**src/common/mpu_pkg.sv**
```systemverilog
`default_nettype none

package mpu_pkg;

	// ====================
	// bus and sizes
	// ====================
	localparam int DATA_W      = 32;
	localparam int ADDR_W      = 32;
	localparam int PAGE_W      = 24;     // upper address bits that pick a peripheral
	localparam int REG_IDX_W   = 6;      // word index taken from adr[7:2]
	localparam int NUM_PIT_CH  = 3;
	localparam int NUM_EXT_IRQ = 29;
	localparam int NUM_IRQ     = 32;     // 0..28 external, 29..31 timer ch2..ch0
	localparam int LEVEL_W     = 4;      // interrupt priority level
	localparam int CAUSE_W     = 8;      // cause code toward the cpu

	// ====================
	// address map
	// ====================
	localparam logic [PAGE_W-1:0] PIT_PAGE = 24'hFFDC11;
	localparam logic [PAGE_W-1:0] PIC_PAGE = 24'hFFDC0F;

	// timer register offsets, word index = channel * 4 + offset
	localparam logic [1:0] PIT_REG_CTRL   = 2'd0;
	localparam logic [1:0] PIT_REG_RELOAD = 2'd1;
	localparam logic [1:0] PIT_REG_COUNT  = 2'd2;

	// interrupt controller register indices
	localparam logic [REG_IDX_W-1:0] PIC_REG_PENDING = 6'd0;  // write ones to clear
	localparam logic [REG_IDX_W-1:0] PIC_REG_ENABLE  = 6'd1;
	localparam logic [REG_IDX_W-1:0] PIC_REG_CAUSE   = 6'd2;  // read only
	localparam logic [REG_IDX_W-1:0] PIC_REG_LEVEL   = 6'd3;

	// ====================
	// fabric fsm encoding
	// ====================
	localparam logic [1:0] FAB_IDLE = 2'd0;  // waiting for a strobe
	localparam logic [1:0] FAB_WAIT = 2'd1;  // request out, waiting for an answer
	localparam logic [1:0] FAB_DONE = 2'd2;  // ack given, waiting for stb low

	// timer write word, read as control bits or as a full count value
	typedef union packed {
		struct packed {
			logic [DATA_W-3:0] rsvd;
			logic              auto_reload;   // bit 1
			logic              enable;        // bit 0
		} ctrl;
		logic [DATA_W-1:0] count;             // count or reload value
	} pit_wdata_u;

endpackage

`default_nettype wire

```
**src/common/periph_bus_if.sv**
```systemverilog
`default_nettype none

// single-word access path from the fabric to one peripheral
interface periph_bus_if;
	import mpu_pkg::*;

	logic                 req;   // one-cycle request pulse
	logic                 we;    // write when high
	logic [REG_IDX_W-1:0] idx;   // word index inside the peripheral
	logic [DATA_W-1:0]    wdat;
	logic                 ack;   // one cycle after req
	logic [DATA_W-1:0]    rdat;  // valid with ack

	modport fabric_mp (
		output req,
		output we,
		output idx,
		output wdat,
		input  ack,
		input  rdat
	);

	modport periph_mp (
		input  req,
		input  we,
		input  idx,
		input  wdat,
		output ack,
		output rdat
	);

endinterface

`default_nettype wire

```
**src/design/mpu_bus_fabric.sv**
```systemverilog
`default_nettype none

module mpu_bus_fabric (
	input  logic                       clk_i,
	input  logic                       rst_n_i,
	input  logic                       cyc_i,
	input  logic                       stb_i,
	input  logic                       we_i,
	input  logic [mpu_pkg::ADDR_W-1:0] adr_i,
	input  logic [mpu_pkg::DATA_W-1:0] dat_i,
	output logic [mpu_pkg::DATA_W-1:0] dat_o,
	output logic                       ack_o,
	output logic                       err_o,
	periph_bus_if.fabric_mp            pit_bus,
	periph_bus_if.fabric_mp            pic_bus
);
	import mpu_pkg::*;

	logic [1:0]           state_q;
	logic                 start;        // new access accepted this cycle
	logic                 hit_pit;
	logic                 hit_pic;
	logic                 resp;         // some target answered
	logic                 pit_req_q;
	logic                 pic_req_q;
	logic                 unm_req_q;    // unmapped access in flight
	logic                 unm_ack_q;    // stands in for the missing answer
	logic                 we_q;
	logic [REG_IDX_W-1:0] idx_q;
	logic [DATA_W-1:0]    wdat_q;

	// ====================
	// address decode
	// ====================
	assign hit_pit = (adr_i[ADDR_W-1 -: PAGE_W] == PIT_PAGE);
	assign hit_pic = (adr_i[ADDR_W-1 -: PAGE_W] == PIC_PAGE);
	assign start   = cyc_i && stb_i && (state_q == FAB_IDLE);
	assign resp    = pit_bus.ack | pic_bus.ack | unm_ack_q;

	// one transaction at a time
	always_ff @(posedge clk_i) begin
		if (!rst_n_i) begin
			state_q <= FAB_IDLE;
		end else begin
			case (state_q)
				FAB_IDLE: if (start) state_q <= FAB_WAIT;
				FAB_WAIT: if (resp) state_q <= FAB_DONE;    // ack_o rises next
				FAB_DONE: if (!stb_i) state_q <= FAB_IDLE;  // master has let go
				default:  state_q <= FAB_IDLE;
			endcase
		end
	end

	// request pulses, exactly one per accepted access
	always_ff @(posedge clk_i) begin
		if (!rst_n_i) begin
			pit_req_q <= 1'b0;
			pic_req_q <= 1'b0;
			unm_req_q <= 1'b0;
			unm_ack_q <= 1'b0;
		end else begin
			pit_req_q <= start && hit_pit;
			pic_req_q <= start && hit_pic;
			unm_req_q <= start && !hit_pit && !hit_pic;
			unm_ack_q <= unm_req_q;  // same latency as a real peripheral
		end
	end

	// request payload, captured once
	always_ff @(posedge clk_i) begin
		if (start) begin
			we_q   <= we_i;
			idx_q  <= adr_i[REG_IDX_W+1:2];  // word index, adr[7:2]
			wdat_q <= dat_i;
		end
	end

	assign pit_bus.req  = pit_req_q;
	assign pit_bus.we   = we_q;
	assign pit_bus.idx  = idx_q;
	assign pit_bus.wdat = wdat_q;
	assign pic_bus.req  = pic_req_q;
	assign pic_bus.we   = we_q;
	assign pic_bus.idx  = idx_q;
	assign pic_bus.wdat = wdat_q;

	// ====================
	// response merge
	// ====================
	always_ff @(posedge clk_i) begin
		if (!rst_n_i) begin
			ack_o <= 1'b0;
			err_o <= 1'b0;
		end else begin
			ack_o <= resp;
			err_o <= unm_ack_q;  // unmapped gets ack plus error
		end
	end

	// timer wins if both ever answer, unmapped reads as zero
	always_ff @(posedge clk_i) begin
		casez ({pit_bus.ack, pic_bus.ack})
			2'b1?:   dat_o <= pit_bus.rdat;
			2'b01:   dat_o <= pic_bus.rdat;
			default: dat_o <= '0;
		endcase
	end

	// only one peripheral is ever addressed per access
	a_one_ack: assert property (@(posedge clk_i) disable iff (!rst_n_i)
		!(pit_bus.ack && pic_bus.ack));

endmodule

`default_nettype wire

```
**src/pit/mpu_pit.sv**
```systemverilog
`default_nettype none

module mpu_pit (
	input  logic                           clk_i,
	input  logic                           rst_n_i,
	periph_bus_if.periph_mp                bus,
	output logic [mpu_pkg::NUM_PIT_CH-1:0] pit_out_o
);
	import mpu_pkg::*;

	logic [NUM_PIT_CH-1:0] en_q;           // channel running
	logic [NUM_PIT_CH-1:0] ar_q;           // auto-reload
	logic [NUM_PIT_CH-1:0] out_q;
	logic [DATA_W-1:0]     reload_q [NUM_PIT_CH];
	logic [DATA_W-1:0]     count_q  [NUM_PIT_CH];
	logic [NUM_PIT_CH-1:0] wr_ctrl;
	logic [NUM_PIT_CH-1:0] wr_reload;
	logic [NUM_PIT_CH-1:0] wr_count;
	logic [1:0]            reg_ch;         // idx[3:2]
	logic [1:0]            reg_off;        // idx[1:0]
	logic                  reg_ok;
	pit_wdata_u            wd;             // incoming write word
	pit_wdata_u            rd_ctrl;        // control readback
	logic [DATA_W-1:0]     rd_word;
	logic                  ack_q;
	logic [DATA_W-1:0]     rdat_q;

	assign reg_ch  = bus.idx[3:2];
	assign reg_off = bus.idx[1:0];
	assign reg_ok  = (bus.idx[REG_IDX_W-1:4] == '0) && (reg_ch < NUM_PIT_CH);
	assign wd      = bus.wdat;

	// ====================
	// write decode
	// ====================
	always_comb begin
		for (int c = 0; c < NUM_PIT_CH; c++) begin
			wr_ctrl[c]   = bus.req && bus.we && reg_ok && (reg_ch == 2'(c));
			wr_reload[c] = wr_ctrl[c] && (reg_off == PIT_REG_RELOAD);
			wr_count[c]  = wr_ctrl[c] && (reg_off == PIT_REG_COUNT);
			wr_ctrl[c]   = wr_ctrl[c] && (reg_off == PIT_REG_CTRL);
		end
	end

	always_ff @(posedge clk_i) begin
		for (int c = 0; c < NUM_PIT_CH; c++) begin
			if (wr_reload[c]) reload_q[c] <= wd.count;
		end
	end

	// ====================
	// channel counters
	// ====================
	always_ff @(posedge clk_i) begin
		for (int c = 0; c < NUM_PIT_CH; c++) begin
			if (!rst_n_i) begin
				en_q[c]    <= 1'b0;
				ar_q[c]    <= 1'b0;
				out_q[c]   <= 1'b0;
				count_q[c] <= '0;
			end else begin
				if (en_q[c]) begin
					if (count_q[c] == 1) begin          // terminal count
						if (ar_q[c]) begin
							count_q[c] <= reload_q[c];  // period of exactly R clocks
						end else begin
							count_q[c] <= '0;
							en_q[c]    <= 1'b0;         // one-shot stops itself
						end
					end else if (count_q[c] == 0) begin
						count_q[c] <= reload_q[c];      // started with an empty count
					end else begin
						count_q[c] <= count_q[c] - 1'b1;
					end
				end
				if (wr_ctrl[c]) begin                   // bus writes win
					en_q[c] <= wd.ctrl.enable;
					ar_q[c] <= wd.ctrl.auto_reload;
				end
				if (wr_count[c]) count_q[c] <= wd.count;
				out_q[c] <= en_q[c] && (count_q[c] == 1);
			end
		end
	end

	assign pit_out_o = out_q;

	// ====================
	// read side
	// ====================
	always_comb begin
		rd_ctrl = '0;
		rd_word = '0;
		for (int c = 0; c < NUM_PIT_CH; c++) begin
			if (reg_ok && (reg_ch == 2'(c))) begin
				rd_ctrl.ctrl.enable      = en_q[c];
				rd_ctrl.ctrl.auto_reload = ar_q[c];
				case (reg_off)
					PIT_REG_CTRL:   rd_word = rd_ctrl;
					PIT_REG_RELOAD: rd_word = reload_q[c];
					PIT_REG_COUNT:  rd_word = count_q[c];   // live value
					default:        rd_word = '0;
				endcase
			end
		end
	end

	always_ff @(posedge clk_i) begin
		if (!rst_n_i) ack_q <= 1'b0;
		else          ack_q <= bus.req;
	end

	always_ff @(posedge clk_i) begin
		if (bus.req) rdat_q <= rd_word;
	end

	assign bus.ack  = ack_q;
	assign bus.rdat = rdat_q;

	// a reload above one always leaves idle clocks between pulses
	for (genvar g = 0; g < NUM_PIT_CH; g++) begin : g_chk
		a_pulse_1clk: assert property (@(posedge clk_i) disable iff (!rst_n_i)
			(out_q[g] && ar_q[g] && (reload_q[g] > 1)) |=> !out_q[g]);
	end

endmodule

`default_nettype wire

```
**src/pic/mpu_pic.sv**
```systemverilog
`default_nettype none

module mpu_pic (
	input  logic                            clk_i,
	input  logic                            rst_n_i,
	periph_bus_if.periph_mp                 bus,
	input  logic [mpu_pkg::NUM_EXT_IRQ-1:0] irq_i,
	input  logic [mpu_pkg::NUM_PIT_CH-1:0]  pit_out_i,
	output logic [mpu_pkg::LEVEL_W-1:0]     irq_o,
	output logic [mpu_pkg::CAUSE_W-1:0]     cause_o
);
	import mpu_pkg::*;

	logic [NUM_IRQ-1:0] src;          // all sources in package order
	logic [NUM_IRQ-1:0] src_q;        // last sample, for edge detect
	logic [NUM_IRQ-1:0] pending_q;
	logic [NUM_IRQ-1:0] enable_q;
	logic [NUM_IRQ-1:0] active;       // pending and enabled
	logic [NUM_IRQ-1:0] clr;          // write-one-to-clear mask
	logic [LEVEL_W-1:0] level_q;
	logic [CAUSE_W-1:0] cause_nxt;
	logic               any_act;
	logic               wr_en;
	logic               ack_q;
	logic [DATA_W-1:0]  rd_word;
	logic [DATA_W-1:0]  rdat_q;

	// timer ch0 lands on the top source, like the time slice in the full node
	assign src     = {pit_out_i[0], pit_out_i[1], pit_out_i[2], irq_i};
	assign active  = pending_q & enable_q;
	assign any_act = (|active) && (level_q != '0);  // level 0 masks everything
	assign wr_en   = bus.req && bus.we;
	assign clr     = (wr_en && bus.idx == PIC_REG_PENDING) ? bus.wdat[NUM_IRQ-1:0] : '0;

	// ====================
	// edge capture
	// ====================
	always_ff @(posedge clk_i) begin
		if (!rst_n_i) begin
			src_q     <= '0;
			pending_q <= '0;
		end else begin
			src_q     <= src;
			pending_q <= (pending_q & ~clr) | (src & ~src_q);  // a new edge beats a clear
		end
	end

	// config registers
	always_ff @(posedge clk_i) begin
		if (!rst_n_i) begin
			enable_q <= '0;
			level_q  <= '0;
		end else if (wr_en) begin
			if (bus.idx == PIC_REG_ENABLE) enable_q <= bus.wdat[NUM_IRQ-1:0];
			if (bus.idx == PIC_REG_LEVEL)  level_q  <= bus.wdat[LEVEL_W-1:0];
		end
	end

	// ====================
	// priority select
	// ====================
	always_comb begin
		cause_nxt = '0;
		for (int s = 0; s < NUM_IRQ; s++) begin
			if (active[s]) cause_nxt = CAUSE_W'(s);  // highest number wins
		end
	end

	always_ff @(posedge clk_i) begin
		if (!rst_n_i) begin
			irq_o   <= '0;
			cause_o <= '0;
		end else begin
			irq_o   <= any_act ? level_q : '0;
			cause_o <= any_act ? cause_nxt : '0;
		end
	end

	// bus read side
	always_comb begin
		case (bus.idx)
			PIC_REG_PENDING: rd_word = pending_q;
			PIC_REG_ENABLE:  rd_word = enable_q;
			PIC_REG_CAUSE:   rd_word = DATA_W'(cause_o);
			PIC_REG_LEVEL:   rd_word = DATA_W'(level_q);
			default:         rd_word = '0;
		endcase
	end

	always_ff @(posedge clk_i) begin
		if (!rst_n_i) ack_q <= 1'b0;
		else          ack_q <= bus.req;
	end

	always_ff @(posedge clk_i) begin
		if (bus.req) rdat_q <= rd_word;
	end

	assign bus.ack  = ack_q;
	assign bus.rdat = rdat_q;

	// the cpu never sees a cause without a level
	a_cause_idle: assert property (@(posedge clk_i) disable iff (!rst_n_i)
		(irq_o == '0) |-> (cause_o == '0));

endmodule

`default_nettype wire

```
**src/design/mpu_periph_top.sv**
```systemverilog
`default_nettype none

module mpu_periph_top (
	input  logic                            clk_i,
	input  logic                            rst_n_i,
	input  logic                            cyc_i,
	input  logic                            stb_i,
	input  logic                            we_i,
	input  logic [mpu_pkg::ADDR_W-1:0]      adr_i,
	input  logic [mpu_pkg::DATA_W-1:0]      dat_i,
	output logic [mpu_pkg::DATA_W-1:0]      dat_o,
	output logic                            ack_o,
	output logic                            err_o,
	input  logic [mpu_pkg::NUM_EXT_IRQ-1:0] irq_i,
	output logic [mpu_pkg::LEVEL_W-1:0]     irq_o,
	output logic [mpu_pkg::CAUSE_W-1:0]     cause_o,
	output logic [mpu_pkg::NUM_PIT_CH-1:0]  pit_out_o
);
	import mpu_pkg::*;

	logic [NUM_PIT_CH-1:0] pit_out;  // timer pulses, also interrupt sources

	// ====================
	// fabric to peripherals
	// ====================
	periph_bus_if pit_bus ();
	periph_bus_if pic_bus ();

	mpu_bus_fabric u_fabric (
		.clk_i   (clk_i),
		.rst_n_i (rst_n_i),
		.cyc_i   (cyc_i),
		.stb_i   (stb_i),
		.we_i    (we_i),
		.adr_i   (adr_i),
		.dat_i   (dat_i),
		.dat_o   (dat_o),
		.ack_o   (ack_o),
		.err_o   (err_o),
		.pit_bus (pit_bus.fabric_mp),
		.pic_bus (pic_bus.fabric_mp)
	);

	mpu_pit u_pit (
		.clk_i     (clk_i),
		.rst_n_i   (rst_n_i),
		.bus       (pit_bus.periph_mp),
		.pit_out_o (pit_out)
	);

	mpu_pic u_pic (
		.clk_i     (clk_i),
		.rst_n_i   (rst_n_i),
		.bus       (pic_bus.periph_mp),
		.irq_i     (irq_i),
		.pit_out_i (pit_out),    // sources 29..31
		.irq_o     (irq_o),
		.cause_o   (cause_o)
	);

	assign pit_out_o = pit_out;

endmodule

`default_nettype wire

```
**config.mk**
```make
export PLATFORM = sky130hd
export DESIGN_NAME = mpu_periph_top
export DESIGN_NICKNAME = d
export VERILOG_FILES = /design/src/common/mpu_pkg.sv /design/src/common/periph_bus_if.sv /design/src/design/mpu_bus_fabric.sv /design/src/pit/mpu_pit.sv /design/src/pic/mpu_pic.sv /design/src/design/mpu_periph_top.sv
export SDC_FILE = /design/constraint.sdc
export NUM_CORES = 1
export LEC_CHECK = 0
export BUFFER_PORTS_ARGS = -buffer_cell sky130_fd_sc_hd__clkbuf_2
export CAP_MARGIN = 20
export CORE_UTILIZATION = 27
export CTS_CLUSTER_DIAMETER = 100
export DETAILED_ROUTE_END_ITERATION = 12
export PLACE_DENSITY = 0.48
export SLEW_MARGIN = 20
export SYNTH_ARGS = -nofsm -noshare
export SYNTH_HDL_FRONTEND = slang
export SYNTH_SLANG_ARGS = --single-unit
export TNS_END_PERCENT = 30
```
**constraint.sdc**
```tcl
create_clock -name clk_i -period 5.1 [get_ports clk_i]
set_clock_uncertainty 0.1 [all_clocks]
set_input_delay 0.255 -clock clk_i [delete_from_list [all_inputs] [get_ports clk_i]]
set_output_delay 0.255 -clock clk_i [all_outputs]
set_load 0.02 [all_outputs]
```
==> reports/summary.txt, run 1 <==
Slowest-stage cell, CP: or4b_2
DR DRC count: 0
Initial Utilization: 27.4%
Routed len/inst: 21.4 um
Fraction of final layout cells sized beyond drive strength 1: 14.0%
Cell Chain, Critical Path: or4b_2 > buf_4 > nor2_2 > buf_4 > or3b_2
Clk_lat worst skew: 610 ps
Full die area: 0.0767 mm2
Final core occ: 33.1%
Async S/R FF share, synth: 0%
Critical path's top delay family: simple AND/OR/NAND/NOR gates
Highest cell delay on the worst timing path: 900 ps
Die X-Extent: 277 um
Fin crit share: 72.6%
Clock Tree Buf Depth: 3
Buffer count from post-CTS setup fixing: 0
Post-route worst setup slack: 1400 ps
Final HPWL from detailed placement: 43600 um
Highest clock frequency the design can meet: 270 MHz
Worst min path class: input port to flop
Non-Filler Cell Area, Final: 0.0247 mm2
Aggregate negative setup slack: 0 ps
Power Total: 8.21 mW
Nature of the critical path endpoint: flop
Data arrival time at the worst-slack endpoint: 3810 ps
Share of synthesized cell area in and, or, nand and nor gates: 15.6%
Total core area: 0.0746 mm2
Post-synth top area share: 43.4%
Classification of the worst setup path: flop to flop
Root buffer cell: clkbuf_16
Global-route congestion overflow total: 0
Num CTS Buffers: 51
Peak supply drop: 0.212 mV
Worst-case headroom to the max-slew limit: 27.6%
Synthesized instance count: 1834
Actual transition at the worst max-transition pin: 1090 ps
Combinational family with the most area after synthesis: compound AO/OA/AOI/OAI gates
Number of nets at the end of the flow: 2135
Relative contribution of the clock network to total power: 46.1%
Most common flop cell mapped by yosys: edfxtp_1
Antenna Nets Post-Route: 0
Worst-path maximum fanout: 50
Fraction of the mapped netlist area in adder cells: 0.368%
Number of synthesized register bits: 455
Count of final setup violators: 0
Number of vias in the routed layout: 15768
Worst Setup Slack post-DPL: 1390 ps
Post-synth cell types: 73
Via count of the first global-routing pass: 15244
Area of the mapped netlist: 0.0204 mm2
Startpoint of the most critical hold path: adr_i[2]
TritonCTS clock tree: built
Overall routing resource usage: 16.6%
Largest cells by area after synthesis: edfxtp_1 (43%), dfxtp_1 (16%), a22oi_1 (4.7%), a21oi_1 (3.4%), nand2_1 (3.1%)
Layout filler cell count: 7517
Global-route wire length before repair: 97500 um
Placed Area: 0.0222 mm2
CP Launch Type: flop
Avg Synthesized Cell Area: 11.1 um2
Biggest area consumer among synthesized cells: edfxtp_1
Diodes inserted: 0
Clock transition time at the flip-flop clock pins of the worst setup and hold paths: 60 ps
Sequential area share after synthesis: 59.1%
Via-per-instance ratio: 5.18
Area growth from synthesis to layout: 21.0%
Placer Congestion: 0.882
Number of rows created at floorplan: 100
Cts repair resizes: 0
Max-cap check violation count: 0
Buffers added on ports: 141
Post-synth EDFFs: 295
Boundary Pins: 147
Largest net degree at the start of global routing: 119
Startpoint of the worst register-to-register path: u_fabric.pic_bus.idx[2]
Reg power frac: 50.0%
Status: finished, final reports clean
Minimum clock period: 3700 ps
Switching share of total power: 22.2%
Die Y-Extent: 277 um
Net switching power of the design: 1.83 mW
Number of max-slew violations in the final report: 0
Internal power consumption: 6.38 mW
Data required time at the worst endpoint: 5210 ps
Number of levels the H-tree was split into: 2
CP most frequent cell: buf_4
Complex-gate fraction of the synthesized area: 17.8%
First element of the critical path: u_fabric.pic_bus.idx[2]
CP bufs+invs: 2
Initial DRT Pass Iterations: 6
Syn. warnings: 0
Wire length after detailed routing: 65000 um
Unrepaired setup endpoints after global routing: no
Hold Violations, Final: 0
Part of the total power dissipated in combinational logic: 3.9%
CTS sink count: 455
Number of antenna violations at the first check in global routing: 0
Mux cell area share after synthesis: 0.907%
Starting DRC count in detailed routing: 1330
Power density over the cells: 332 mW/mm2
Leakage: 8.48 nW
Synthesized-area fraction occupied by xor and xnor cells: 3.43%
-- synth_stat cells (10+ instances only) --
master,number
edfxtp_1,295
nand2_1,166
dfxtp_1,160
nor2_1,158
a21oi_1,140
a22oi_1,129
clkbuf_1,91
nor2b_1,81
a22o_1,65
a221oi_1,63
xor2_1,51
nor3_1,48
and2_1,41
o21ai_0,34
a21boi_0,29
xnor2_1,29
nor4_1,27
nand3_1,25
buf_2,14
mux2i_1,14
nand4_1,13
or3_1,13
inv_1,10
-- worst paths after layout --
| kind | end | slack, ps | cells after the start |
|---|---|---|---|
| min reg2reg | u_fabric.unm_ack_q | 330 | 1 |
| max | u_pit.count_q[2][17] | 1400 | 5 |
| max reg2reg | u_pit.count_q[2][17] | 1400 | 5 |
| min | u_fabric.pic_bus.idx[0] | 270 | 2 |
-- per-layer routing --
metal	global-route usage (%)	vias to the layer above	share of wire (%)
li1	-	7329	-
met1	23.0	7833	45
met2	26.5	517	46
met3	2.85	89	6.0
met4	4.70	0	2.3
met5	0	-	0
-- timing repair --
action,CTS,global route
endpoints found under the setup margin,0,0
hold endpoints to repair,103,0
hold buffers,79,0
-- kinds of logic (layout without fill, tap and decap cells) --
family	count (synthesis)	in the layout
muxes	18	18
AOI/OAI and AO/OA	514	514
buffers and inverters	127	365
and+or+nand+nor	633	633
adders and majority gates	6	6
DFF	455	455
xor gates and xnor gates	80	80
other	1	3
-- flip-flops by register name, indices dropped and copies added (netlist names), 4 cells and up --
register	count
u_pic.pending_q	32
u_fabric.pic_bus.idx	6
u_pic.src_q	32
u_pit.bus.rdat	32
u_fabric.pic_bus.wdat	32
u_pic.bus.rdat	32
u_pic.enable_q	32
u_pit.reload_q	96
u_fabric.dat_o	32
u_pic.level_q	4
u_pic.cause_o	5
u_pic.irq_o	4
u_pit.count_q	96
-- worst reg2reg max path: stages, from the launching register on --
cell and delay, ps:
edfxtp_1 480, or4b_2 900, buf_4 380, nor2_2 190
buf_4 380, or3b_2 860
-- area by class of cell --
| type | instances | area, um2 | share of cell area, % |
|---|---|---|---|
| timing repair buffer | 259 | 1810 | 7.32 |
| sequential | 455 | 12100 | 48.8 |
| clock buffer | 75 | 1430 | 5.78 |
| inverter | 10 | 37.5 | 0.152 |
| multi-input combinational | 1254 | 7870 | 31.9 |
| tap | 969 | 1210 | 4.91 |
| clock inverter | 21 | 273 | 1.10 |
-- stage by stage --
step | std cells | hold slack, ps
after global routing | 3043 | 255
after CTS | 3043 | 235
final | 3043 | 267
after global placement | 2868 | 319
after floorplan | 1836 | 254
after detailed placement | 2868 | 319
-- placed cells by master (no fill, tap or decap), types with 6 or more instances in the layout --
master | netlist | layout
inv_1 | 10 | 10
nand3_1 | 25 | 25
edfxtp_1 | 295 | 295
or3_1 | 13 | 13
a21boi_0 | 29 | 29
a221oi_1 | 63 | 63
ha_1 | 6 | 6
nor2b_1 | 81 | 78
mux2i_1 | 14 | 14
o21ai_0 | 34 | 34
dlygate4sd3_1 | 0 | 79
a21oi_1 | 140 | 139
bufinv_16 | 0 | 6
nand3b_1 | 8 | 8
nor3_1 | 48 | 45
nand2b_1 | 7 | 7
xor2_1 | 51 | 51
a22o_1 | 65 | 65
clkbuf_1 | 91 | 19
clkbuf_2 | 0 | 140
a221o_1 | 7 | 7
clkbuf_16 | 0 | 52
dfxtp_1 | 160 | 159
and2_1 | 41 | 41
or4_1 | 7 | 7
a22oi_1 | 129 | 129
a21boi_1 | 7 | 7
buf_4 | 3 | 38
and3_1 | 6 | 6
clkinv_2 | 0 | 7
nand2_1 | 166 | 166
xnor2_1 | 29 | 29
nor4_1 | 27 | 27
nand4_1 | 13 | 13
nor2_1 | 158 | 156
-- power by group through the flow --
stage / clock (mW) / combinational (mW) / sequential (mW)
finish: 3.79 / 0.323 / 4.10
global route: 4.03 / 0.356 / 4.11
CTS: 3.88 / 0.327 / 4.10
detailed placement: 0 / 0.279 / 4.18
global placement: 0 / 0.277 / 4.18
floorplan: 0 / 0.175 / 4.12
No activity file was read; power rests on OpenSTA's default activity.
==> run 2: changes to the inputs <==
--- a/config.mk
+++ b/config.mk
@@ -10,7 +10,7 @@
 export CORE_UTILIZATION = 27
 export CTS_CLUSTER_DIAMETER = 100
 export DETAILED_ROUTE_END_ITERATION = 12
-export PLACE_DENSITY = 0.48
+export PLACE_DENSITY = 0.47
 export SLEW_MARGIN = 20
 export SYNTH_ARGS = -nofsm -noshare
 export SYNTH_HDL_FRONTEND = slang
==> constraint.sdc (replaced) <==
create_clock -name clk_i -period 3.71 [get_ports clk_i]
set_clock_uncertainty 0.1 [all_clocks]
set_input_delay 0.1855 -clock clk_i [delete_from_list [all_inputs] [get_ports clk_i]]
set_output_delay 0.1855 -clock clk_i [all_outputs]
set_load 0.02 [all_outputs]
==> reports/summary.txt, run 2 (synthesis gave the netlist of run 1 again) <==
Power Total: 11.0 mW (+34%)
Most frequent standard cell in the layout excluding fill and tap cells: edfxtp_1
Overall routing resource usage: 17.0% (+0.45 points)
Antenna Nets Post-Route: 0 (unchanged)
Aggregate negative setup slack: 0 ps (unchanged)
Num CTS Buffers: 50 (-2.0%)
Buffer count from post-CTS setup fixing: 0 (unchanged)
Data required time at the worst endpoint: 4030 ps (-1180 ps)
Relative contribution of the clock network to total power: 44.5% (-1.6 points)
Number of vias in the routed layout: 16029 (+1.7%)
Count of final setup violators: 0 (unchanged)
Via-per-instance ratio: 5.23 (+0.89%)
Full die area: 0.0767 mm2 (unchanged)
Number of antenna violations at the first check in global routing: 1 (+1)
Cts repair resizes: 0 (unchanged)
Classification of the worst setup path: flop to flop
Clk_lat worst skew: 600 ps (about the same)
Nature of the critical path endpoint: flop
DR DRC count: 0 (unchanged)
Starting DRC count in detailed routing: 1478 (+11%)
Number of levels the H-tree was split into: 2 (unchanged)
Fraction of final layout cells sized beyond drive strength 1: 14.9% (+0.85 points)
Post-route worst setup slack: 420 ps (-978 ps)
Switching share of total power: 22.6% (+0.32 points)
Peak supply drop: 0.289 mV (+37%)
Max-cap check violation count: 0 (unchanged)
Number of nets at the end of the flow: 2159 (+1.1%)
Unrepaired setup endpoints after global routing: no
Total core area: 0.0746 mm2 (unchanged)
Initial DRT Pass Iterations: 5 (-1)
Routed len/inst: 21.6 um (+1.1%)
Root buffer cell: clkbuf_16
Worst-case headroom to the max-slew limit: 33.1% (+5.5 points)
Wire length after detailed routing: 66200 um (+1.9%)
CP Launch Type: flop
CTS sink count: 455 (unchanged)
Area growth from synthesis to layout: 21.5%
Hold Violations, Final: 0 (unchanged)
Worst-path maximum fanout: 24 (-52%)
Reg power frac: 51.3% (+1.3 points)
Number of max-slew violations in the final report: 0 (unchanged)
Power density over the cells: 443 mW/mm2 (+33%)
Initial Utilization: 27.4% (unchanged)
Global-route wire length before repair: 100000 um (+2.8%)
Clock Tree Buf Depth: 3 (unchanged)
Final HPWL from detailed placement: 45100 um (+3.3%)
Layout filler cell count: 7636 (+1.6%)
Worst Setup Slack post-DPL: 504 ps (-888 ps)
Placer Congestion: 0.844 (-4.2%)
Number of rows created at floorplan: 100 (unchanged)
Largest net degree at the start of global routing: 70 (-41%)
Global-route congestion overflow total: 0 (unchanged)
Diodes inserted: 0 (unchanged)
Data arrival time at the worst-slack endpoint: 3610 ps (-200 ps)
Via count of the first global-routing pass: 15792 (+3.6%)
Actual transition at the worst max-transition pin: 1000 ps (-84.7 ps)
TritonCTS clock tree: built
Boundary Pins: 147 (unchanged)
Part of the total power dissipated in combinational logic: 4.2% (+0.3 points)
Highest clock frequency the design can meet: 304 MHz (+13%)
Clock transition time at the flip-flop clock pins of the worst setup and hold paths: 60 ps (about the same)
Net switching power of the design: 2.48 mW (+36%)
Fin crit share: 88.7% (+16 points)
Die Y-Extent: 277 um (unchanged)
Hold buffer count at CTS: 79 (unchanged)
Status: finished, final reports clean
Registers with the most flip-flops: u_pit.count_q (96), u_pit.reload_q (96)
Die X-Extent: 277 um (unchanged)
Buffers added on ports: 141 (unchanged)
Worst min path class: input port to flop
Commonest non-fill, non-tap cells in the layout: edfxtp_1 (295), nand2_1 (166), dfxtp_1 (159)
Internal power consumption: 8.50 mW (+33%)
Leakage: 8.56 nW (+0.95%)
Minimum clock period: 3290 ps (-412 ps)
-- run 2: power groups by stage --
stage	Clock [mW]	Combinational [mW]	Sequential, mW
global route	5.20	0.510	5.65
global placement	0	0.400	5.74
detailed placement	0	0.404	5.74
floorplan	0	0.241	5.67
CTS	5.02	0.469	5.63
finish	4.88	0.463	5.63
-- run 2: worst max-delay path: stages, from the launching register on --
cell and delay (ps):
edfxtp_1 450, or4_1 680, nor4_1 560, and4_1 300
and3_1 400, buf_4 400, a22oi_1 100, o21ai_0 120
-- run 2: layout make-up --
cell class / count / area (um2) / area share (%)
flip-flops and latches: 455 / 12100 / 48.6
clock buffers: 77 / 1430 / 5.78
clock inverters: 17 / 150 / 0.605
repair buffers: 284 / 2030 / 8.18
multi-input cells: 1254 / 7880 / 31.8
well taps: 969 / 1210 / 4.89
inverters: 10 / 37.5 / 0.151
-- run 2: final timing paths --
| path | startpoint | slack, ps | to | cells after the start |
|---|---|---|---|---|
| worst max-delay path | u_pit.count_q[2][25] | 420 | u_pit.count_q[2][13] | 7 |
| worst min-delay path | dat_i[3] | 200 | u_fabric.pic_bus.wdat[3] | 2 |
| worst max register to register | u_pit.count_q[2][25] | 420 | u_pit.count_q[2][13] | 7 |
| worst min register to register | u_fabric.unm_req_q | 340 | u_fabric.unm_ack_q | 1 |
-- run 2: routing by layer --
layer	wire length (um)	GRT usage, %
met4	2010	5.88
met5	0	0
met3	4010	2.46
met1	29800	23.8
met2	30400	26.8
-- run 2: metrics by stage --
stage | area, um2 | utilization, % | std cells | hold slack [ps]
2_1_floorplan | 20400 | - | 1836 | 184
3_3_place_gp | 22400 | 30.1 | 2893 | 265
3_5_place_dp | 22400 | 30.1 | 2893 | 264
4_1_cts | 24800 | 33.3 | 3066 | 168
5_1_grt | 24800 | 33.3 | 3066 | 189
6_report | 24800 | 33.3 | 3066 | 197
